`config.mk`:
```
export PLATFORM = sky130hd
export DESIGN_NAME = mem_cmd_wormhole_link
export DESIGN_NICKNAME = d
export VERILOG_FILES = /design/src/design/mem_wormhole_pkg.sv /design/src/design/mem_cmd_packet_encode.sv /design/src/design/wormhole_flit_serialize.sv /design/src/design/wormhole_flit_deserialize.sv /design/src/design/mem_cmd_packet_decode.sv /design/src/design/mem_cmd_wormhole_link.sv
export SDC_FILE = /design/constraint.sdc
export NUM_CORES = 1
export LEC_CHECK = 0
export ABC_CLOCK_PERIOD_IN_PS = 18950
export BUFFER_PORTS_ARGS = -buffer_cell sky130_fd_sc_hd__buf_2
export CORE_MARGIN = 2
export CORE_UTILIZATION = 51
export DETAILED_ROUTE_END_ITERATION = 7
export PLACE_DENSITY = 0.76
export SYNTH_ARGS = -nofsm -noshare
export SYNTH_HDL_FRONTEND = slang
export SYNTH_HIERARCHICAL = 1
export SYNTH_SLANG_ARGS = --single-unit
```
`constraint.sdc`:
```
create_clock -name clk_i -period 18.95 [get_ports clk_i]
set_clock_uncertainty 0.05 [all_clocks]
set_input_delay 0.9475 -clock clk_i [delete_from_list [all_inputs] [get_ports clk_i]]
set_output_delay 0.9475 -clock clk_i [all_outputs]
set_load 0.1 [all_outputs]
```
`src/design/mem_wormhole_pkg.sv`:
```
// Memory wormhole types
`default_nettype none

package mem_wormhole_pkg;

  localparam int cord_width_c = 4;
  localparam int cid_width_c  = 2;
  localparam int len_width_c  = 5;
  localparam int addr_width_c = 40;
  localparam int data_width_c = 256;

  typedef enum logic [2:0] {
    e_mem_rd    = 3'd0,
    e_mem_wr    = 3'd1,
    e_mem_uc_rd = 3'd2,
    e_mem_uc_wr = 3'd3,
    e_mem_wb    = 3'd4,
    e_mem_inv   = 3'd5  // codes 6 and 7 unused.
  } mem_msg_e;

  typedef enum logic [2:0] {
    e_size_1  = 3'd0,
    e_size_2  = 3'd1,
    e_size_4  = 3'd2,
    e_size_8  = 3'd3,
    e_size_16 = 3'd4,
    e_size_32 = 3'd5
  } mem_size_e;

  // data is the top field so a short packet only drops data bytes.
  typedef struct packed {
    logic [data_width_c-1:0] data;  // byte 0 in low bits.
    logic [addr_width_c-1:0] addr;
    mem_size_e               size;
    mem_msg_e                msg_type;
  } mem_cmd_s;

  typedef struct packed {
    mem_cmd_s                cmd;
    logic [cord_width_c-1:0] src_cord;
    logic [cid_width_c-1:0]  src_cid;
    logic [1:0]              reserved;  // always zero.
  } mem_payload_s;

  // cord sits lowest, so flit 0 holds the routing fields.
  typedef struct packed {
    mem_payload_s           payload;
    logic [len_width_c-1:0] len;  // flits after the first.
    logic [cid_width_c-1:0] cid;
    logic [cord_width_c-1:0] cord;
  } mem_packet_s;

  localparam int packet_width_c = $bits(mem_packet_s);
  localparam int header_width_c = packet_width_c - data_width_c;

endpackage

`default_nettype wire

```
`src/design/mem_cmd_packet_encode.sv`:
```
// Command packet encoder
`timescale 1ns/10ps
`default_nettype none

module mem_cmd_packet_encode
  import mem_wormhole_pkg::*;
#(
  parameter int flit_width_p = 32
) (
  input  mem_cmd_s                cmd_i,
  input  logic [cord_width_c-1:0] src_cord_i,
  input  logic [cid_width_c-1:0]  src_cid_i,
  input  logic [cord_width_c-1:0] dst_cord_i,
  input  logic [cid_width_c-1:0]  dst_cid_i,
  output mem_packet_s             packet_o,
  output logic                    packet_v_o
);

  // flits after the first for a packet of the given bit count.
  function automatic int flit_len(input int bits);
    return (bits + flit_width_p - 1) / flit_width_p - 1;
  endfunction

  localparam int req_len_lp     = flit_len(header_width_c);
  localparam int data_len_1_lp  = flit_len(header_width_c + 8 * 1);
  localparam int data_len_2_lp  = flit_len(header_width_c + 8 * 2);
  localparam int data_len_4_lp  = flit_len(header_width_c + 8 * 4);
  localparam int data_len_8_lp  = flit_len(header_width_c + 8 * 8);
  localparam int data_len_16_lp = flit_len(header_width_c + 8 * 16);
  localparam int data_len_32_lp = flit_len(header_width_c + 8 * 32);

  mem_payload_s           payload;
  logic [len_width_c-1:0] data_len;

  always_comb begin
    payload.cmd      = cmd_i;
    payload.src_cord = src_cord_i;
    payload.src_cid  = src_cid_i;
    payload.reserved = '0;

    case (cmd_i.size)
      e_size_1:  data_len = len_width_c'(data_len_1_lp);
      e_size_2:  data_len = len_width_c'(data_len_2_lp);
      e_size_4:  data_len = len_width_c'(data_len_4_lp);
      e_size_8:  data_len = len_width_c'(data_len_8_lp);
      e_size_16: data_len = len_width_c'(data_len_16_lp);
      default:   data_len = len_width_c'(data_len_32_lp);  // full block.
    endcase

    packet_o.payload = payload;
    packet_o.cord    = dst_cord_i;
    packet_o.cid     = dst_cid_i;
    packet_o.len     = len_width_c'(req_len_lp);
    packet_v_o       = 1'b1;

    case (cmd_i.msg_type)
      e_mem_rd, e_mem_wr, e_mem_uc_rd, e_mem_inv: begin
        packet_o.len = len_width_c'(req_len_lp);  // header only.
      end
      e_mem_uc_wr, e_mem_wb: begin
        packet_o.len = data_len;
      end
      default: begin
        packet_o   = '0;  // unknown type, dropped.
        packet_v_o = 1'b0;
      end
    endcase
  end

endmodule

`default_nettype wire

```
`src/design/wormhole_flit_serialize.sv`:
```
// Wormhole flit serializer
`timescale 1ns/10ps
`default_nettype none

module wormhole_flit_serialize
  import mem_wormhole_pkg::*;
#(
  parameter int flit_width_p = 32
) (
  input  logic                    clk_i,
  input  logic                    rst_n_i,
  input  logic                    v_i,
  input  mem_packet_s             packet_i,
  output logic                    ready_o,
  output logic [flit_width_p-1:0] flit_o,
  output logic                    flit_v_o
);

  localparam int num_flits_lp   = (packet_width_c + flit_width_p - 1) / flit_width_p;
  localparam int shift_width_lp = num_flits_lp * flit_width_p;

  logic [shift_width_lp-1:0] shift_r;
  logic [len_width_c-1:0]    cnt_r;
  logic                      busy_r;
  logic                      accept;

  assign accept = v_i && !busy_r;

  always_ff @(posedge clk_i) begin
    if (!rst_n_i) begin
      busy_r <= 1'b0;
      cnt_r  <= '0;
    end else if (accept) begin
      busy_r <= 1'b1;
      cnt_r  <= packet_i.len;  // flits left after flit 0.
    end else if (busy_r) begin
      if (cnt_r == '0) begin
        busy_r <= 1'b0;  // last flit out.
      end else begin
        cnt_r <= cnt_r - 1'b1;
      end
    end
  end

  always_ff @(posedge clk_i) begin
    if (accept) begin
      shift_r <= shift_width_lp'(packet_i);
    end else if (busy_r) begin
      shift_r <= shift_r >> flit_width_p;  // next flit to the bottom.
    end
  end

  assign ready_o  = !busy_r;
  assign flit_v_o = busy_r;
  assign flit_o   = shift_r[flit_width_p-1:0];

endmodule

`default_nettype wire

```
`src/design/wormhole_flit_deserialize.sv`:
```
// Wormhole flit deserializer
`timescale 1ns/10ps
`default_nettype none

module wormhole_flit_deserialize
  import mem_wormhole_pkg::*;
#(
  parameter int flit_width_p = 32
) (
  input  logic                    clk_i,
  input  logic                    rst_n_i,
  input  logic [flit_width_p-1:0] flit_i,
  input  logic                    flit_v_i,
  output mem_packet_s             packet_o,
  output logic                    packet_v_o
);

  localparam int num_flits_lp = (packet_width_c + flit_width_p - 1) / flit_width_p;
  localparam int asm_width_lp = num_flits_lp * flit_width_p;

  logic [flit_width_p-1:0] flit_r;
  logic                    flit_v_r;
  logic [asm_width_lp-1:0] asm_r;
  logic [len_width_c-1:0]  len_r;
  logic [len_width_c-1:0]  idx_r;
  logic                    first_r;
  logic                    done_r;
  mem_packet_s             head;

  // routing fields of a first flit.
  assign head = mem_packet_s'(packet_width_c'(flit_r));

  always_ff @(posedge clk_i) begin
    flit_r <= flit_i;
  end

  always_ff @(posedge clk_i) begin
    if (!rst_n_i) begin
      flit_v_r <= 1'b0;
      first_r  <= 1'b1;
      done_r   <= 1'b0;
      len_r    <= '0;
      idx_r    <= '0;
    end else begin
      flit_v_r <= flit_v_i;
      done_r   <= 1'b0;
      if (flit_v_r) begin
        if (first_r) begin
          len_r <= head.len;
          idx_r <= len_width_c'(1);
          if (head.len == '0) begin
            done_r <= 1'b1;  // single flit packet.
          end else begin
            first_r <= 1'b0;
          end
        end else begin
          idx_r <= idx_r + 1'b1;
          if (idx_r == len_r) begin
            done_r  <= 1'b1;
            first_r <= 1'b1;
          end
        end
      end
    end
  end

  // unsent slots stay zero from the clear on flit 0.
  always_ff @(posedge clk_i) begin
    if (flit_v_r) begin
      if (first_r) begin
        asm_r <= asm_width_lp'(flit_r);
      end else begin
        asm_r[idx_r*flit_width_p +: flit_width_p] <= flit_r;
      end
    end
  end

  assign packet_o   = mem_packet_s'(asm_r[packet_width_c-1:0]);
  assign packet_v_o = done_r;

endmodule

`default_nettype wire

```
`src/design/mem_cmd_packet_decode.sv`:
```
// Command packet decoder
`timescale 1ns/10ps
`default_nettype none

module mem_cmd_packet_decode
  import mem_wormhole_pkg::*;
#(
  parameter logic [cord_width_c-1:0] my_cord_p = '0,
  parameter logic [cid_width_c-1:0]  my_cid_p  = '0
) (
  input  logic                    clk_i,
  input  logic                    rst_n_i,
  input  mem_packet_s             packet_i,
  input  logic                    packet_v_i,
  output logic                    cmd_v_o,
  output mem_cmd_s                cmd_o,
  output logic [cord_width_c-1:0] src_cord_o,
  output logic [cid_width_c-1:0]  src_cid_o,
  output logic                    dst_miss_o
);

  logic hit;

  assign hit = (packet_i.cord == my_cord_p) && (packet_i.cid == my_cid_p);

  always_ff @(posedge clk_i) begin
    if (!rst_n_i) begin
      cmd_v_o    <= 1'b0;
      dst_miss_o <= 1'b0;
    end else begin
      cmd_v_o    <= packet_v_i && hit;
      dst_miss_o <= packet_v_i && !hit;  // not for this node.
    end
  end

  // outputs hold their last value on a miss.
  always_ff @(posedge clk_i) begin
    if (packet_v_i && hit) begin
      cmd_o      <= packet_i.payload.cmd;
      src_cord_o <= packet_i.payload.src_cord;
      src_cid_o  <= packet_i.payload.src_cid;
    end
  end

endmodule

`default_nettype wire

```
`src/design/mem_cmd_wormhole_link.sv`:
```
// Memory command wormhole link
`timescale 1ns/10ps
`default_nettype none

module mem_cmd_wormhole_link
  import mem_wormhole_pkg::*;
#(
  parameter int                      flit_width_p = 32,
  parameter logic [cord_width_c-1:0] my_cord_p    = '0,
  parameter logic [cid_width_c-1:0]  my_cid_p     = '0
) (
  input  logic                    clk_i,
  input  logic                    rst_n_i,
  input  logic                    cmd_v_i,
  input  mem_cmd_s                cmd_i,
  input  logic [cord_width_c-1:0] dst_cord_i,
  input  logic [cid_width_c-1:0]  dst_cid_i,
  output logic                    cmd_ready_o,
  output logic [flit_width_p-1:0] link_flit_o,
  output logic                    link_v_o,
  input  logic [flit_width_p-1:0] link_flit_i,
  input  logic                    link_v_i,
  output logic                    cmd_v_o,
  output mem_cmd_s                cmd_o,
  output logic [cord_width_c-1:0] src_cord_o,
  output logic [cid_width_c-1:0]  src_cid_o,
  output logic                    dst_miss_o
);

  mem_packet_s enc_packet;
  logic        enc_packet_v;
  mem_packet_s rx_packet;
  logic        rx_packet_v;

  mem_cmd_packet_encode #(
    .flit_width_p(flit_width_p)
  ) i_mem_cmd_packet_encode (
    .cmd_i      (cmd_i),
    .src_cord_i (my_cord_p),  // source is this node.
    .src_cid_i  (my_cid_p),
    .dst_cord_i (dst_cord_i),
    .dst_cid_i  (dst_cid_i),
    .packet_o   (enc_packet),
    .packet_v_o (enc_packet_v)
  );

  wormhole_flit_serialize #(
    .flit_width_p(flit_width_p)
  ) i_wormhole_flit_serialize (
    .clk_i    (clk_i),
    .rst_n_i  (rst_n_i),
    .v_i      (cmd_v_i & enc_packet_v),  // unknown types dropped.
    .packet_i (enc_packet),
    .ready_o  (cmd_ready_o),
    .flit_o   (link_flit_o),
    .flit_v_o (link_v_o)
  );

  wormhole_flit_deserialize #(
    .flit_width_p(flit_width_p)
  ) i_wormhole_flit_deserialize (
    .clk_i      (clk_i),
    .rst_n_i    (rst_n_i),
    .flit_i     (link_flit_i),
    .flit_v_i   (link_v_i),
    .packet_o   (rx_packet),
    .packet_v_o (rx_packet_v)
  );

  mem_cmd_packet_decode #(
    .my_cord_p(my_cord_p),
    .my_cid_p (my_cid_p)
  ) i_mem_cmd_packet_decode (
    .clk_i      (clk_i),
    .rst_n_i    (rst_n_i),
    .packet_i   (rx_packet),
    .packet_v_i (rx_packet_v),
    .cmd_v_o    (cmd_v_o),
    .cmd_o      (cmd_o),
    .src_cord_o (src_cord_o),
    .src_cid_o  (src_cid_o),
    .dst_miss_o (dst_miss_o)
  );

endmodule

`default_nettype wire

```
* After elaboration in Yosys (flattened, before gate mapping)
Index checks and enable logic that the tools add are counted.
Cells by class: muxes and demuxes 19, reduce and logical (&&, ||, !) cells 20, shifts and indexed selects 2, eq/ne operators 11, $add $sub $neg 3, bitwise gates (word level) 1
Operators by type and width (count):
- $mux 321 | 2
- $bwmux 352 | 1
- $shift 32x34->352 const A | 1
- $shiftx 32x34->352 | 1
- $mux 310 | 1
- $neg 10->34 | 1
- $mux 32 | 1
- $mux 5 | 4
- $pmux 4 s4 | 1
- $eq 3x2->1 const B | 4
- $logic_not 5->1 | 2
- $eq 3x3->1 const B | 3
- $pmux 4 s2 | 1
- $mux 1 | 7
- $eq 3x1->1 const B | 2
- $logic_not 3->1 | 2
- $mux 6 | 1
- $reduce_and 2->1 | 3
- $reduce_or 6->1 | 1
- $add 5x1->5 const B | 1
- $eq 5x5->1 | 1
- $sub 5x1->5 const B | 1
- $logic_and 1x1->1 | 4
- $logic_not 4->1 | 1
- other kinds (7) | 9
Word-level totals: output and inout bits 344, input port bits 344, register bits after elaboration 1034, logic and storage cells 75

* Longest topological paths before layout
depth after elaboration 7, depth in mapped cells 14, gate-level depth less buffers 9

* Modules after synthesis
The synthesis kept the hierarchy.
By module, submodules not included:
- wormhole_flit_deserialize | cells each 1361, area each 16674.7 um^2, sequential area each 10540.1 um^2, instances 1
- wormhole_flit_serialize | cells each 1360, area each 14031.0 um^2, sequential area each 9759.4 um^2, instances 1
- mem_cmd_packet_decode | cells each 315, area each 9335.2 um^2, sequential area each 9288.9 um^2, instances 1
- mem_cmd_packet_encode | cells each 364, area each 2214.6 um^2, sequential area each 0.0 um^2, instances 1
- mem_cmd_wormhole_link | cells each 2, area each 10.0 um^2, sequential area each 0.0 um^2, instances 1

* Worst setup path after synthesis
No wires, ideal clock.
kind flip-flop to flip-flop, start register i_wormhole_flit_deserialize.asm_r[5], end register, netlist name i_mem_cmd_packet_decode/cmd_o[0], data arrival time 17302 ps, library setup time 1143 ps, clock period less this slack 18495 ps, stages on the path, launching flop included 3, required time 17757 ps, setup slack 455 ps, path buffers 0, cell sequence edfxtp_1 > or4_4 > nor4b_2
On the way: word-level cells in the longest chain between the ends 3
RTL lines:
- start, declared | RTL line wormhole_flit_deserialize.sv:23 | logic [asm_width_lp-1:0] asm_r;
- start signal, assigned | RTL line wormhole_flit_deserialize.sv:71 | asm_r <= asm_width_lp'(flit_r);
- start signal, assigned by index | RTL line wormhole_flit_deserialize.sv:73 | asm_r[idx_r*flit_width_p +: flit_width_p] <= flit_r;
- $logic_not 2->1 | RTL line mem_cmd_packet_decode.sv:24 | assign hit = (packet_i.cord == my_cord_p) && (packet_i.cid == my_cid_p);
- $logic_and 1x1->1 | RTL line mem_cmd_packet_decode.sv:24
- $logic_and 1x1->1 | RTL line mem_cmd_packet_decode.sv:38 | if (packet_v_i && hit) begin
Every way passes these cells. A chain may end at the register's enable or synchronous reset.

* Worst setup path in the final report
start register i_wormhole_flit_deserialize.idx_r[0], end register i_wormhole_flit_deserialize.asm_r[164] (data pin)
On the way: word-level cells in the longest chain between the ends 3, elaborated cells on any way between the ends 4, those cells by class 1 x add/sub; 2 x shift; 1 x mux
RTL lines:
- start, declared | RTL line wormhole_flit_deserialize.sv:25 | logic [len_width_c-1:0] idx_r;
- start signal, assigned | RTL line wormhole_flit_deserialize.sv:50 | idx_r <= len_width_c'(1);
- start signal, assigned | RTL line wormhole_flit_deserialize.sv:57 | idx_r <= idx_r + 1'b1;
- $neg 10->34 * | RTL line wormhole_flit_deserialize.sv:73
- $shiftx 32x34->352 / $shift 32x34->352 (equally long branches) | RTL line wormhole_flit_deserialize.sv:73
- $bwmux 352 * | RTL line wormhole_flit_deserialize.sv:73
Mark *: on every way between the ends. The rest lies on a longest branch, timed or not.

==> flow_summary_export.csv <==
group,metric,value,unit
cells_and_area,final.fill_count,6312,
worst_setup_path,worst_r2r_path_depth,9,
cells_and_area,mostFrequentLayoutCells,"sky130_fd_sc_hd__nand2_1 (945), sky130_fd_sc_hd__edfxtp_1 (943), sky130_fd_sc_hd__buf_2 (687)",
cells_and_area,areaGrowthSynthToFinish,17.5,%
drt,mean_number_of_vias_per_cell,5.38,
cts,post_cts_hold_buffer_count,0,
sta,final.period_utilization,24.5,%
global_route,first_pass_grt_wire_length,162000,µm
cells_and_area,post_layout_nonfiller_instances,5129,
global_route,globalRoute.totalOverflow,0,
drt,route.vias.total,27600,
cts,clock_insertion_delay_worst_skew,690,ps
power_and_ir_drop,power.density_cell_area,104,nW/µm²
sta,worst_slew_pin_slew,1590,ps
outcome,violations,"max-slew violations",
cells_and_area,multi_input_comb_area,11200,µm²
drt,avgRoutedWirePerCell,21.8,µm
worst_hold_path,worst_hold_path_type,"in2reg",
sta,drv_slew,106,
cts,tritoncts,"built",
global_route,grtUsageTotal,25.4,%
sta,setup_viol_count_final,0,
drt,detailedRoute.firstPassIterationCount,6,
worst_setup_path,crit_path_end_kind,"flop",
outcome,run_status,"finished, violations left",
cts,post_cts_buffers,0,
cells_and_area,final-seq-area,29400,µm²
power_and_ir_drop,total_power,5.14,mW
worst_setup_path,cp.required,19380,ps
cells_and_area,layout.cells.most_common,"sky130_fd_sc_hd__nand2_1",
floorplanning,initial_utilization,51.3,%
drt,drc,0,
cts,post_cts_resize_count,0,
global_route,first_global_vias,26000,
run,timing.max_cap.violations,0,
worst_hold_path,worst_hold_path.num_cells,1,
place,dp_hpwl,72300,µm
worst_setup_path,number_of_stages_on_the_worst_setup_path,9,
cts,cts-htree-levels,3,
worst_setup_path,critical-path-top-delay-family,"compound AO/OA/AOI/OAI gates",
worst_setup_path,critPathKind,"reg2reg",
cells_and_area,nNetsFinal,4318,
sta,max_clk_rate,216,MHz
sta,headroom_to_the_max_slew_limit,-5.81,%
floorplanning,core_area,81800,µm²
floorplanning,fp.dieH,291,µm
cells_and_area,final_cell_area,49400,µm²
drt,routed_wl,112000,µm
worst_setup_path,critical-path-slowest-cell,"sky130_fd_sc_hd__a211oi_2",
sta,setup_total_neg_slack,0,ps
cts,clock-root-buffer,"sky130_fd_sc_hd__clkbuf_16",
cts,cts.path.max_buffers,3,
floorplanning,std_cell_rows,105,
worst_setup_path,timing.critical_path.from_type,"flop",
cts,clock_sink_count,996,
worst_setup_path,critical_path_data_arrival_time,5070,ps
synthesis,postSynthAreaPerCell,12.4,µm²
synthesis,synthesis.area,42000,µm²
drt,dr.first_iter.drc_count,2853,
place,dp_cells,4937,
floorplanning,ios,688,
sta,worst_hold_margin,300,ps
place,io_buffer_count,687,
place,placed_cell_area,46000,µm²
worst_setup_path,max_stage_delay,960,ps
cts,clk_pin_slew_worst_paths,60,ps
worst_setup_path,timing.critical_path.cells,"inv_1, ha_1, inv_1, nor3_1, ha_1, nand3b_1, a211oi_2, nand2b_1, o21ai_0",
power_and_ir_drop,vdd_ir_drop_max,0.0896,mV
sta,timing.final.crit_period,4640,ps
synthesis,yosysWarningCount,6,
place,globalplace.congestion,0.875,
cts,cts_buffers,101,
worst_setup_path,cp_max_fo,21,
global_route,grt_antenna_before_repair,9,
floorplanning,die_area,84700,µm²
sta,unrepaired_setup_endpoints_after_global_routing,"no",
power_and_ir_drop,cellLeakagePower,19.3,nW
sta,timing.final.ws_setup,14310,ps
worst_setup_path,crit_buf_inv,2,
place,place_ws,13840,ps
synthesis,synthesis.instances,3388,
drt,drt.antenna.violating_nets,0,
cells_and_area,finish.utilization,60.3,%
cells_and_area,drive_gt1_share,22.1,%
floorplanning,die_width,291,µm
sta,finalHoldViolations,0,
global_route,grt_start_max_net_pins,270,
-- routing by layer --
metal	track usage [%]	wire length, µm	up-vias
li1	-	-	12800
met1	33.7	43600	13300
met2	41.1	54300	1257
met3	4.55	8560	253
met4	11.6	5130	8
met5	0	46	-
-- final cells by class --
type,count,share of cell area [%]
multi-input cells,2062,22.6
clock inverters,51,1.32
repair buffers,719,7.55
diodes,4,0.0203
clock buffers,137,5.57
inverters,90,0.699
well taps,1070,2.71
flip-flops and latches,996,59.5
-- state kept, by name, indices dropped and copies added, names as in the netlist, 2 cells and up --
signal,flops
i_wormhole_flit_deserialize/flit_r,32
i_wormhole_flit_serialize/shift_r,321
i_wormhole_flit_deserialize/asm_r,314
i_wormhole_flit_deserialize/len_r,5
i_mem_cmd_packet_decode/cmd_o,302
i_wormhole_flit_serialize/cnt_r,5
i_mem_cmd_packet_decode/src_cord_o,4
i_wormhole_flit_deserialize/idx_r,5
i_mem_cmd_packet_decode/src_cid_o,2
-- where the power goes --
group          internal (mW)  switching (mW)
Sequential              2.59          0.0649
Clock                   1.17           0.861
Combinational          0.136           0.320
Total                   3.90            1.25
-- worst reg2reg max path, stage by stage (launching register included) --
cell and delay (ps):
sky130_fd_sc_hd__dfxtp_1 650, sky130_fd_sc_hd__inv_1 250, sky130_fd_sc_hd__ha_1 420, sky130_fd_sc_hd__inv_1 180
sky130_fd_sc_hd__nor3_1 70, sky130_fd_sc_hd__ha_1 320, sky130_fd_sc_hd__nand3b_1 200, sky130_fd_sc_hd__a211oi_2 960
sky130_fd_sc_hd__nand2b_1 910, sky130_fd_sc_hd__o21ai_0 440
-- worst paths after layout --
path                                         start                                endpoint  slack [ps]
max           i_wormhole_flit_deserialize/idx_r[0]  i_wormhole_flit_deserialize/asm_r[164]       14310
min                                link_flit_i[22]  i_wormhole_flit_deserialize/flit_r[22]         300
max reg2reg   i_wormhole_flit_deserialize/idx_r[0]  i_wormhole_flit_deserialize/asm_r[164]       14310
min reg2reg  i_wormhole_flit_deserialize/asm_r[23]        i_mem_cmd_packet_decode/cmd_o[4]         350
Power figures use the tool's default switching activity.
